[config.mk]
export PLATFORM = sky130hd
export DESIGN_NAME = imager_frontend
export DESIGN_NICKNAME = d
export VERILOG_FILES = /design/src/hdl/imager_pkg.sv /design/src/hdl/coeff_packer.sv /design/src/hdl/dram_burst_writer.sv /design/src/hdl/frame_tracker.sv /design/src/hdl/host_msg_router.sv /design/src/hdl/imager_frontend.sv
export SDC_FILE = /design/constraint.sdc
export NUM_CORES = 1
export LEC_CHECK = 0
export BUFFER_PORTS_ARGS = -buffer_cell sky130_fd_sc_hd__buf_2
export CAP_MARGIN = 20
export CORE_AREA = 4 4 189 145
export CTS_CLUSTER_SIZE = 16
export DETAILED_ROUTE_END_ITERATION = 10
export DIE_AREA = 0 0 193 149
export GPL_ROUTABILITY_DRIVEN = 0
export PLACE_DENSITY = 0.53
export SLEW_MARGIN = 25
export SYNTH_ARGS = -nofsm -noshare
export SYNTH_HDL_FRONTEND = slang
export SYNTH_SLANG_ARGS = --single-unit
[constraint.sdc]
create_clock -name bus_clk -period 5.3 [get_ports bus_clk]
set_clock_uncertainty 0.15 [all_clocks]
set_input_delay 0.53 -clock bus_clk [delete_from_list [all_inputs] [get_ports bus_clk]]
set_output_delay 0.53 -clock bus_clk [all_outputs]
set_load 0.01 [all_outputs]
[src/hdl/imager_pkg.sv]
`default_nettype none

package imager_pkg;

  localparam int MSG_WIDTH       = 16;
  localparam int APP_DATA_WIDTH  = 32;
  localparam int ADDR_WIDTH      = 27;
  localparam int WORDS_PER_BURST = 4;  // two beats of two words
  localparam int PIXELS_PER_CLK  = 2;

  typedef logic [MSG_WIDTH-1:0]        msg_t;
  typedef logic [APP_DATA_WIDTH-1:0]   app_data_t;
  typedef logic [ADDR_WIDTH-1:0]       addr_t;
  typedef logic [APP_DATA_WIDTH/2-1:0] coeff_data_t;  // half a beat
  typedef logic [11:0]                 row_t;
  typedef logic [10:0]                 col_t;
  typedef logic [19:0]                 frame_t;

  localparam addr_t START_ADDR = addr_t'(0);
  localparam addr_t ADDR_INC   = addr_t'(8);  // BL8

  // message kind sits in the two low bits
  typedef enum logic [1:0] {
    MSG_PIXEL      = 2'b00,
    MSG_COEFF_LAST = 2'b01,
    MSG_COEFF      = 2'b10,
    MSG_RESERVED   = 2'b11
  } msg_kind_e;

  typedef struct packed {
    logic fval;  // msg bit 5
    logic lval;  // msg bit 4
  } pixel_sample_t;

  typedef struct packed {
    coeff_data_t data;
    logic        last;
  } coeff_word_t;

  typedef struct packed {
    frame_t frame;
    row_t   row;
    col_t   col;
  } pixel_pos_t;

  typedef struct packed {
    app_data_t beat0;  // words 1,0
    app_data_t beat1;  // words 3,2
    logic      last;
  } burst_t;

endpackage

`default_nettype wire

[src/hdl/coeff_packer.sv]
`timescale 1ns/1ps
`default_nettype none

module coeff_packer #(
  parameter int WORDS_PER_BURST = imager_pkg::WORDS_PER_BURST
) (
  input  wire                          bus_clk,
  input  wire                          fds_val,
  input  wire                          coeff_valid,
  input  wire imager_pkg::coeff_word_t coeff,
  input  wire                          burst_ack,
  output logic                         coeff_ready,
  output logic                         burst_req,
  output imager_pkg::burst_t           burst
);

  import imager_pkg::*;

  localparam int BUF_W = 2 * APP_DATA_WIDTH;
  localparam int WORD_W = BUF_W / WORDS_PER_BURST;
  localparam int OFF_W = $clog2(WORDS_PER_BURST);

  logic [BUF_W-1:0] words;  // word 0 in the low bits
  logic [OFF_W-1:0] offset;
  logic             last_q;
  logic             closing;

  assign closing = coeff.last || (offset == OFF_W'(WORDS_PER_BURST - 1));

  assign coeff_ready = !burst_req;
  assign burst.beat0 = app_data_t'(words[APP_DATA_WIDTH-1:0]);
  assign burst.beat1 = app_data_t'(words[BUF_W-1:APP_DATA_WIDTH]);
  assign burst.last  = last_q;

  always_ff @(posedge bus_clk or posedge fds_val) begin
    if (fds_val) begin
      offset    <= '0;
      burst_req <= 1'b0;
      last_q    <= 1'b0;
    end else if (burst_req) begin
      if (burst_ack) burst_req <= 1'b0;  // writer has both beats
    end else if (coeff_valid) begin
      offset <= closing ? '0 : offset + 1'b1;
      if (closing) begin
        burst_req <= 1'b1;
        last_q    <= coeff.last;
      end
    end
  end

  // first word of a burst zero-fills the rest, so an early last pads with 0
  always_ff @(posedge bus_clk) begin
    if (coeff_valid && !burst_req) begin
      if (offset == '0) words <= BUF_W'(coeff.data[WORD_W-1:0]);
      else words[offset*WORD_W +: WORD_W] <= coeff.data[WORD_W-1:0];
    end
  end

  // router only strobes a word while a slot is free
  a_valid_when_ready: assert property (
    @(posedge bus_clk) disable iff (fds_val)
    coeff_valid |-> coeff_ready
  ) else $error("coeff_valid while coeff_ready low");

endmodule

`default_nettype wire

[src/hdl/dram_burst_writer.sv]
`timescale 1ns/1ps
`default_nettype none

module dram_burst_writer #(
  parameter imager_pkg::addr_t START_ADDR = imager_pkg::START_ADDR,
  parameter imager_pkg::addr_t ADDR_INC   = imager_pkg::ADDR_INC
) (
  input  wire                     bus_clk,
  input  wire                     fds_val,
  input  wire                     burst_req,
  input  wire imager_pkg::burst_t burst,
  input  wire                     app_rdy,
  input  wire                     app_wdf_rdy,
  output logic                    burst_ack,
  output logic                    app_en,
  output imager_pkg::addr_t       app_addr,
  output logic                    app_wdf_wren,
  output imager_pkg::app_data_t   app_wdf_data,
  output logic                    app_wdf_end,
  output logic                    coeff_done
);

  import imager_pkg::*;

  typedef enum logic [2:0] {
    WR_IDLE,
    WR_WAIT,
    WR1,
    WR2,
    DONE_ACK
  } wr_state_e;

  wr_state_e state;
  addr_t     next_addr;

  assign next_addr = app_addr + ADDR_INC;

  always_ff @(posedge bus_clk or posedge fds_val) begin
    if (fds_val) begin
      state        <= WR_IDLE;
      burst_ack    <= 1'b0;
      app_en       <= 1'b0;
      app_addr     <= START_ADDR;
      app_wdf_wren <= 1'b0;
      app_wdf_end  <= 1'b0;
      coeff_done   <= 1'b0;
    end else begin
      case (state)
        WR_IDLE:
          if (burst_req && !burst_ack) begin
            if (coeff_done) begin
              burst_ack <= 1'b1;  // table closed, drop it
              state     <= DONE_ACK;
            end else begin
              app_en <= 1'b1;
              state  <= WR_WAIT;
            end
          end
        WR_WAIT:
          if (app_rdy && app_wdf_rdy) begin
            app_en       <= 1'b0;  // command taken
            app_wdf_wren <= 1'b1;
            state        <= WR1;
          end
        WR1:
          if (app_wdf_rdy) begin  // beat0 accepted
            app_wdf_end <= 1'b1;
            state       <= WR2;
          end
        WR2:
          if (app_wdf_rdy) begin
            app_wdf_wren <= 1'b0;
            app_wdf_end  <= 1'b0;
            app_addr     <= next_addr;
            burst_ack    <= 1'b1;
            if (burst.last) coeff_done <= 1'b1;
            state <= DONE_ACK;
          end
        DONE_ACK:
          if (!burst_req) begin
            burst_ack <= 1'b0;
            state     <= WR_IDLE;
          end
        default: state <= WR_IDLE;
      endcase
    end
  end

  // write data path, burst held stable by the packer until ack
  always_ff @(posedge bus_clk) begin
    if (state == WR_WAIT && app_rdy && app_wdf_rdy) app_wdf_data <= burst.beat0;
    else if (state == WR1 && app_wdf_rdy) app_wdf_data <= burst.beat1;
  end

  a_end_with_wren: assert property (
    @(posedge bus_clk) disable iff (fds_val)
    app_wdf_end |-> app_wdf_wren
  ) else $error("app_wdf_end without app_wdf_wren");

endmodule

`default_nettype wire

[src/hdl/frame_tracker.sv]
`timescale 1ns/1ps
`default_nettype none

module frame_tracker #(
  parameter int PIXELS_PER_CLK = imager_pkg::PIXELS_PER_CLK
) (
  input  wire                           bus_clk,
  input  wire                           fds_val,
  input  wire                           pixel_valid,
  input  wire imager_pkg::pixel_sample_t pixel,
  output imager_pkg::pixel_pos_t        pos,
  output logic                          line_active,
  output logic                          error
);

  import imager_pkg::*;

  // 2k rows plus 8 dark rows top and bottom
  localparam row_t ROW_MAX  = row_t'(2064);
  localparam col_t COL_STEP = col_t'(PIXELS_PER_CLK);

  typedef enum logic [2:0] {
    ST_STANDBY,
    ST_INTERFRAME,
    ST_INTRALINE,
    ST_INTERLINE,
    ST_ERROR
  } trk_state_e;

  trk_state_e state;
  logic       bad_sample;

  assign bad_sample  = pixel.lval && !pixel.fval;  // line outside a frame
  assign line_active = (state == ST_INTRALINE);
  assign error       = (state == ST_ERROR);

  always_ff @(posedge bus_clk or posedge fds_val) begin
    if (fds_val) begin
      state <= ST_STANDBY;
      pos   <= '0;
    end else if (pixel_valid) begin
      if (bad_sample) begin
        state <= ST_ERROR;
      end else begin
        case (state)
          ST_STANDBY:
            if (!pixel.fval) begin  // wait for a frame gap to sync
              pos   <= '0;
              state <= ST_INTERFRAME;
            end
          ST_INTERFRAME:
            if (pixel.lval) begin
              pos.row <= '0;
              pos.col <= '0;
              state   <= ST_INTRALINE;
            end
          ST_INTRALINE:
            if (pixel.lval) begin
              pos.col <= pos.col + COL_STEP;
            end else if (pixel.fval) begin
              pos.row <= pos.row + 1'b1;  // end of line
              state   <= ST_INTERLINE;
            end else begin
              pos.frame <= pos.frame + 1'b1;  // end of frame
              state     <= ST_INTERFRAME;
            end
          ST_INTERLINE:
            if (pixel.lval) begin
              pos.col <= '0;
              state   <= ST_INTRALINE;
            end
          default: begin
            // error holds until reset
          end
        endcase
      end
    end
  end

  a_row_in_range: assert property (
    @(posedge bus_clk) disable iff (fds_val)
    pos.row < ROW_MAX
  ) else $error("row count past sensor height");

endmodule

`default_nettype wire

[src/hdl/host_msg_router.sv]
`timescale 1ns/1ps
`default_nettype none

module host_msg_router (
  input  wire                         bus_clk,
  input  wire                         fds_val,
  input  wire                         msg_req,
  input  wire imager_pkg::msg_t       msg_data,
  input  wire                         coeff_ready,
  output logic                        msg_ack,
  output logic                        pixel_valid,
  output imager_pkg::pixel_sample_t   pixel,
  output logic                        coeff_valid,
  output imager_pkg::coeff_word_t     coeff
);

  import imager_pkg::*;

  typedef enum logic {
    RT_IDLE,
    RT_ACK
  } rt_state_e;

  rt_state_e state;
  msg_kind_e kind;
  logic      is_coeff;
  logic      take;

  assign kind     = msg_kind_e'(msg_data[1:0]);
  assign is_coeff = (kind == MSG_COEFF) || (kind == MSG_COEFF_LAST);

  // hold off coefficients while the packer has a burst pending
  assign take = msg_req && (state == RT_IDLE) && (!is_coeff || coeff_ready);

  assign msg_ack = (state == RT_ACK);

  always_ff @(posedge bus_clk or posedge fds_val) begin
    if (fds_val) begin
      state       <= RT_IDLE;
      pixel_valid <= 1'b0;
      coeff_valid <= 1'b0;
    end else begin
      pixel_valid <= take && (kind == MSG_PIXEL);
      coeff_valid <= take && is_coeff;  // reserved kinds get no strobe
      case (state)
        RT_IDLE: if (take) state <= RT_ACK;
        RT_ACK:  if (!msg_req) state <= RT_IDLE;  // phase 4
        default: state <= RT_IDLE;
      endcase
    end
  end

  // decoded payloads, valid alongside their strobes
  always_ff @(posedge bus_clk) begin
    if (take) begin
      pixel.fval <= msg_data[5];
      pixel.lval <= msg_data[4];
      coeff.data <= coeff_data_t'(msg_data[MSG_WIDTH-1:2]);
      coeff.last <= (kind == MSG_COEFF_LAST);
    end
  end

  // ack only answers a request seen on the previous edge
  a_ack_needs_req: assert property (
    @(posedge bus_clk) disable iff (fds_val)
    $rose(msg_ack) |-> $past(msg_req)
  ) else $error("msg_ack rose without msg_req");

endmodule

`default_nettype wire

[src/hdl/imager_frontend.sv]
`timescale 1ns/1ps
`default_nettype none

module imager_frontend #(
  parameter int                WORDS_PER_BURST = imager_pkg::WORDS_PER_BURST,
  parameter int                PIXELS_PER_CLK  = imager_pkg::PIXELS_PER_CLK,
  parameter imager_pkg::addr_t START_ADDR      = imager_pkg::START_ADDR,
  parameter imager_pkg::addr_t ADDR_INC        = imager_pkg::ADDR_INC
) (
  input  wire                   bus_clk,
  input  wire                   fds_val,
  input  wire                   msg_req,
  input  wire imager_pkg::msg_t msg_data,
  input  wire                   app_rdy,
  input  wire                   app_wdf_rdy,
  output logic                  msg_ack,
  output imager_pkg::pixel_pos_t pos,
  output logic                  line_active,
  output logic                  error,
  output logic                  app_en,
  output imager_pkg::addr_t     app_addr,
  output logic                  app_wdf_wren,
  output imager_pkg::app_data_t app_wdf_data,
  output logic                  app_wdf_end,
  output logic                  coeff_done
);

  import imager_pkg::*;

  logic          pixel_valid;
  pixel_sample_t pixel;
  logic          coeff_valid;
  coeff_word_t   coeff;
  logic          coeff_ready;
  logic          burst_req;
  logic          burst_ack;
  burst_t        burst;

  host_msg_router u_host_msg_router (
    .bus_clk, .fds_val, .msg_req, .msg_data, .coeff_ready,
    .msg_ack, .pixel_valid, .pixel, .coeff_valid, .coeff
  );

  frame_tracker #(.PIXELS_PER_CLK(PIXELS_PER_CLK)) u_frame_tracker (
    .bus_clk, .fds_val, .pixel_valid, .pixel,
    .pos, .line_active, .error
  );

  coeff_packer #(.WORDS_PER_BURST(WORDS_PER_BURST)) u_coeff_packer (
    .bus_clk, .fds_val, .coeff_valid, .coeff, .burst_ack,
    .coeff_ready, .burst_req, .burst
  );

  dram_burst_writer #(
    .START_ADDR(START_ADDR),
    .ADDR_INC  (ADDR_INC)
  ) u_dram_burst_writer (
    .bus_clk, .fds_val, .burst_req, .burst, .app_rdy, .app_wdf_rdy,
    .burst_ack, .app_en, .app_addr, .app_wdf_wren, .app_wdf_data,
    .app_wdf_end, .coeff_done
  );

endmodule

`default_nettype wire

Word level (Yosys, flattened, before mapping)
Index checks and enable logic that the tools add are counted.
Storage, ports and cells
  memories: 0
  input port bits: 21
  ROM bits: 0
  bits in writable memories: 0
  register bits: 201
  logic and storage cells: 157
  output and inout port bits: 109
  bits in latches: 0
Operators by class
  multipliers: 0
  order comparisons: 0
  eq/ne operators: 28
  divide/modulo/power cells: 0
  mux-type cells: 48
  bitwise gates (word level): 3
  shift-type cells: 2
  add/sub/neg operators: 6
  reductions and logical operators: 45
Operators by type and width (number)
  $mux 32: 3
  $bwmux 64: 1
  $shift 16x34->64 const A: 1
  $shiftx 16x34->64: 1
  $pmux 11 s4: 1
  $mux 43: 1
  $pmux 20 s2: 1
  $pmux 12 s3: 1
  $neg 6->34: 1
  $mux 3: 10
  $add 27x4->27 const B: 1
  $mux 23: 1
  $mux 11: 2
  $add 20x1->20 const B: 1
  $mux 20: 1
  $ne 2x2->1 const B: 9
  $mux 1: 15
  $pmux 3 s5: 1
  $reduce_and 5->1: 3
  $mux 14: 1
  $reduce_and 7->1: 2
  $add 12x1->12 const B: 1
  $eq 3x2->1 const B: 4
  $mux 12: 1
  other kinds (27): 68

Longest topological paths before layout
  depth after elaboration: 7
  mapped depth: 7
  gate-level depth less buffers: 6

Cells and area by module
From an unflattened synthesis, not the netlist that was laid out.
Second synthesis, totals
  cell total of the unflattened synthesis: 795
  area, all modules: 9339.0 sq um
By module, submodules not included
  coeff_packer: times used 1, area each 3378.2 sq um, sequential area each 2021.9 sq um, cells each 276
  dram_burst_writer: times used 1, area each 2861.5 sq um, sequential area each 1761.7 sq um, cells each 208
  frame_tracker: times used 1, area each 2444.8 sq um, sequential area each 1126.1 sq um, cells each 277
  host_msg_router: times used 1, area each 654.4 sq um, sequential area each 525.5 sq um, cells each 34

Worst setup path before layout
Ideal clock, no wire load.
  path type: register to register
  start point: reg u_coeff_packer.burst_req
  end point: reg u_coeff_packer.words[0] (enable)
  period minus slack after synthesis: 3.135 ns
  library setup time: 0.367 ns
  arrival: 2.617 ns
  buffers on the path: 1
  required time: 4.783 ns
  setup slack: 2.165 ns
  stages on the path, launching flop included: 4
  cells stage by stage: dfrtp_1 > nor2b_1 > clkbuf_1 > and2_1
On the way
  cells in the longest elaborated chain, start to end: 2
Ends and longest elaborated chain
  start, declared: line coeff_packer.sv:13  | output logic burst_req,
  start signal, assigned: line coeff_packer.sv:38  | burst_req <= 1'b0;
  start signal, assigned: line coeff_packer.sv:41  | if (burst_ack) burst_req <= 1'b0;
  start signal, assigned: line coeff_packer.sv:45  | burst_req <= 1'b1;
  $logic_not 1->1
  $logic_and 1x1->1: line coeff_packer.sv:53  | if (coeff_valid && !burst_req) begin
  end signal, assigned: line coeff_packer.sv:54  | if (offset == '0) words <= BUF_W'(coeff.data[WORD_W-1:0]);
  end signal, assigned by index: line coeff_packer.sv:55  | else words[offset*WORD_W +: WORD_W] <= coeff.data[WORD_W-1:0];
  end, declared: line coeff_packer.sv:23  | logic [BUF_W-1:0] words;
Every way passes these cells.
A chain may end at the register's enable or synchronous reset.

Worst setup path after layout
  start point: reg u_frame_tracker.state[0]
  end point: out line_active
On the way
  cells in the longest elaborated chain, start to end: 1
Ends and longest elaborated chain
  start, declared: line frame_tracker.sv:30  | trk_state_e state;
  start signal, assigned: line frame_tracker.sv:39  | state <= ST_STANDBY;
  start signal, assigned: line frame_tracker.sv:43  | state <= ST_ERROR;
  start signal, assigned: line frame_tracker.sv:49  | state <= ST_INTERFRAME;
  $eq 3x2->1: line frame_tracker.sv:34  | assign line_active = (state == ST_INTRALINE);
  end, declared: line imager_frontend.sv:18  | output logic line_active,
Every way passes these cells.

==> flow_metrics.env <==
export IMPL_synth_flop_cell="edfxtp_1"
export IMPL_netlist_top_cells_area="edfxtp_1, dfrtp_1, mux2_2"
export IMPL_period_minus_slack_ns=2.903
export IMPL_synthCells=733
export IMPL_reg2reg_slack_ns=2.93
export IMPL_postCtsSetupBuffers=0
export IMPL_area_growth_pct=17.73
export IMPL_clock_latency_ns=0.44
export IMPL_io_pins=130
export IMPL_synth_area_um2=8870
export IMPL_worst_slew_margin_rel=0.3691
export IMPL_core_area_um2=25590
export IMPL_yosysSeqAreaShare=0.6128
export IMPL_route_detailed_drc=0
export IMPL_cts_resized=0
export IMPL_grt_pass1_vias=5759
export IMPL_drv_slew=0
export IMPL_drtAntennaViolNets=0
export IMPL_synth_most_common_cell="edfxtp_1"
export IMPL_drive_gt1_frac=0.2480
export IMPL_cts_sinks=195
export IMPL_reg2reg_depth=5
export IMPL_setup_violations=0
export IMPL_nets=882
export IMPL_grt_start_max_net_pins=59
export IMPL_critPathKind="reg2out"
export IMPL_setup_ws_ns=2.397
export IMPL_clk_path_buf_depth=2
export IMPL_avgSynthCellArea_um2=12.10
export IMPL_power_density_nw_per_um2=333.9
export IMPL_drtPass1Iterations=5
export IMPL_hold_violations=0
export IMPL_holdBufCountCts=0
export IMPL_drt_first_iter_violations=421
export IMPL_arrival_ns=2.22
export IMPL_max_freq_mhz=344.5
export IMPL_track_usage=0.1443
export IMPL_grt_pass1_wl_um=32800
export IMPL_reg2reg_from="u_coeff_packer.offset[1]"
export IMPL_wl_per_cell_um=16.94
export IMPL_place_ws_ns=2.861
export IMPL_fin_crit_sh=0.5477
export IMPL_die_w_um=193
export IMPL_yosysTopAreaCellShare=0.3758
export IMPL_cts_tree="done"
export IMPL_viasPerCell=4.983
export IMPL_cellLeakagePower_nw=4.365
export IMPL_synth_async_reset_ratio=0.4308
export IMPL_die_area_um2=28760
export IMPL_root_buffer="clkbuf_16"
export IMPL_hp_class="in2async"
export IMPL_worst_pin_slew_ns=0.9463
export IMPL_via_count=6019
export IMPL_rsz0062_at_grt="no"
export IMPL_endpoint_kind="output port"
export IMPL_yosys_warnings=0
export IMPL_port_buffers=125
export IMPL_numCtsBuffers=17
export IMPL_clk_pin_slew_ns=0.08
export IMPL_htreeDepth=4
export IMPL_synth_edf_count=111
export IMPL_synth_common_cells="edfxtp_1, dfrtp_1, nor2_1"
export IMPL_critPathLaunchType="register"
export IMPL_finalWirelength_um=20460
export IMPL_antenna_found_initial=1
export IMPL_fin_tns_setup_ns=0
export IMPL_row_count=51
export IMPL_initial_core_util=0.3466
export IMPL_hpwl_um=13310
export IMPL_ys_types=61
export IMPL_vdd_drop_max_mv=0.2306
export IMPL_die_y_um=149
export IMPL_drv_cap=0
export IMPL_synth_top_cell_by_area="edfxtp_1"
export IMPL_worstPathMaxFanout=12
export IMPL_synth_seq_cells=195
export IMPL_crit_required_ns=4.62
export IMPL_rr_endpoint="u_coeff_packer.words[29]"
export IMPL_grt_ovfl_total=0
export IMPL_outcome="finished, final reports clean"
## per-layer routing
| metal | track usage | vias up | routed length (um) |
|---|---|---|---|
| li1 | - | 2901 | - |
| met1 | 0.2265 | 2963 | 10410 |
| met2 | 0.1927 | 128 | 8685 |
| met3 | 0.03931 | 25 | 1022 |
| met4 | 0.04176 | 2 | 331 |
| met5 | 0 | - | 7 |
## layout make-up
cell class,count,area (um2)
fill,2445,15150
tap,344,430.4
timing repair buffer,132,690.7
multi-input combinational,488,3241
sequential,195,5435
clock buffer,17,425.4
inverter,16,61.31
clock inverter,15,156.4
antenna,1,2.502
## sequential cells by signal (all words and copies together) (netlist names)
register / count
u_coeff_packer.burst_req: 1
u_coeff_packer.last_q: 1
u_coeff_packer.offset: 2
u_coeff_packer.words: 64
u_dram_burst_writer.app_addr: 24
u_dram_burst_writer.app_en: 1
u_dram_burst_writer.app_wdf_data: 32
u_dram_burst_writer.app_wdf_end: 1
u_dram_burst_writer.app_wdf_wren: 1
u_dram_burst_writer.burst_ack: 1
u_dram_burst_writer.coeff_done: 1
u_dram_burst_writer.state: 3
u_frame_tracker.pos: 42
u_frame_tracker.state: 3
u_host_msg_router.coeff: 15
u_host_msg_router.coeff_valid: 1
u_host_msg_router.msg_ack: 1
u_host_msg_router.pixel_valid: 1
## through the flow
step                area [um2]  utilization  hold slack [ns]  instances  total power, W
finish                   10440       0.4081          0.02447       1208        0.003486
global route             10440       0.4080          0.06691       1207        0.003654
CTS                      10410       0.4070          0.03956       1206        0.003528
detailed placement        9832       0.3842           0.3122       1174        0.002229
global placement          9829       0.3841           0.3072       1174        0.002226
floorplan                 8881            -           0.3006        736        0.002107
## power by group
| group | internal [W] | switching, W | total [W] |
|---|---|---|---|
| clock network | 0.000635 | 0.000658 | 0.00129 |
| logic | 0.000154 | 0.000275 | 0.000429 |
| registers | 0.00171 | 0.0000534 | 0.00176 |
## cell usage in the layout, fill, tap and decap left out, drive strengths merged, types with 8 or more instances in the layout
master  count
buf       132
edfxtp    111
dfrtp      84
nor2       56
nand2      44
a21oi      41
o21ai      37
nor2b      36
mux2       34
nand3      26
and2       25
inv        25
xnor2      20
nand4      18
clkbuf     17
a22o       16
xor2       14
ha         11
and3        9
nor3        9
nand2b      8
and4        8
## kinds of logic (layout without fill, tap and decap cells)
family	count (synthesis)	after routing	synth area share
AO/OA/AOI/OAI	126	126	0.09085
XOR/XNOR	34	34	0.03357
adder cells (fa/ha/maj)	11	11	0.01552
buffers and inverters	53	180	0.02581
flip-flops	195	195	0.6128
multiplexers	36	36	0.04542
other	1	5	0.0004228
AND/OR/NAND/NOR	277	277	0.1756
## critical path, cell delays in order (launching register included)
cell and delay, ns:
dfrtp_1 0.52, or3b_1 0.63, inv_1 0.41, buf_2 0.22
## how the worst max path moves through the flow
| stage | start | endpoint | slack, ns | cells past startpoint |
|---|---|---|---|---|
| 4_1_cts | u_frame_tracker.state[0] | line_active | 2.41 | 3 |
| 3_5_place_dp | msg_data[0] | u_host_msg_router.coeff[12] | 2.86 | 5 |
| 3_3_place_gp | msg_data[0] | u_host_msg_router.coeff[12] | 2.87 | 5 |
| 2_1_floorplan | u_coeff_packer.burst_req | u_coeff_packer.words[0] | 2.17 | 3 |
| 5_1_grt | u_frame_tracker.state[0] | line_active | 2.31 | 3 |
| 6_report | u_frame_tracker.state[0] | line_active | 2.40 | 3 |
Note: power is estimated with default switching activity, not from simulation.
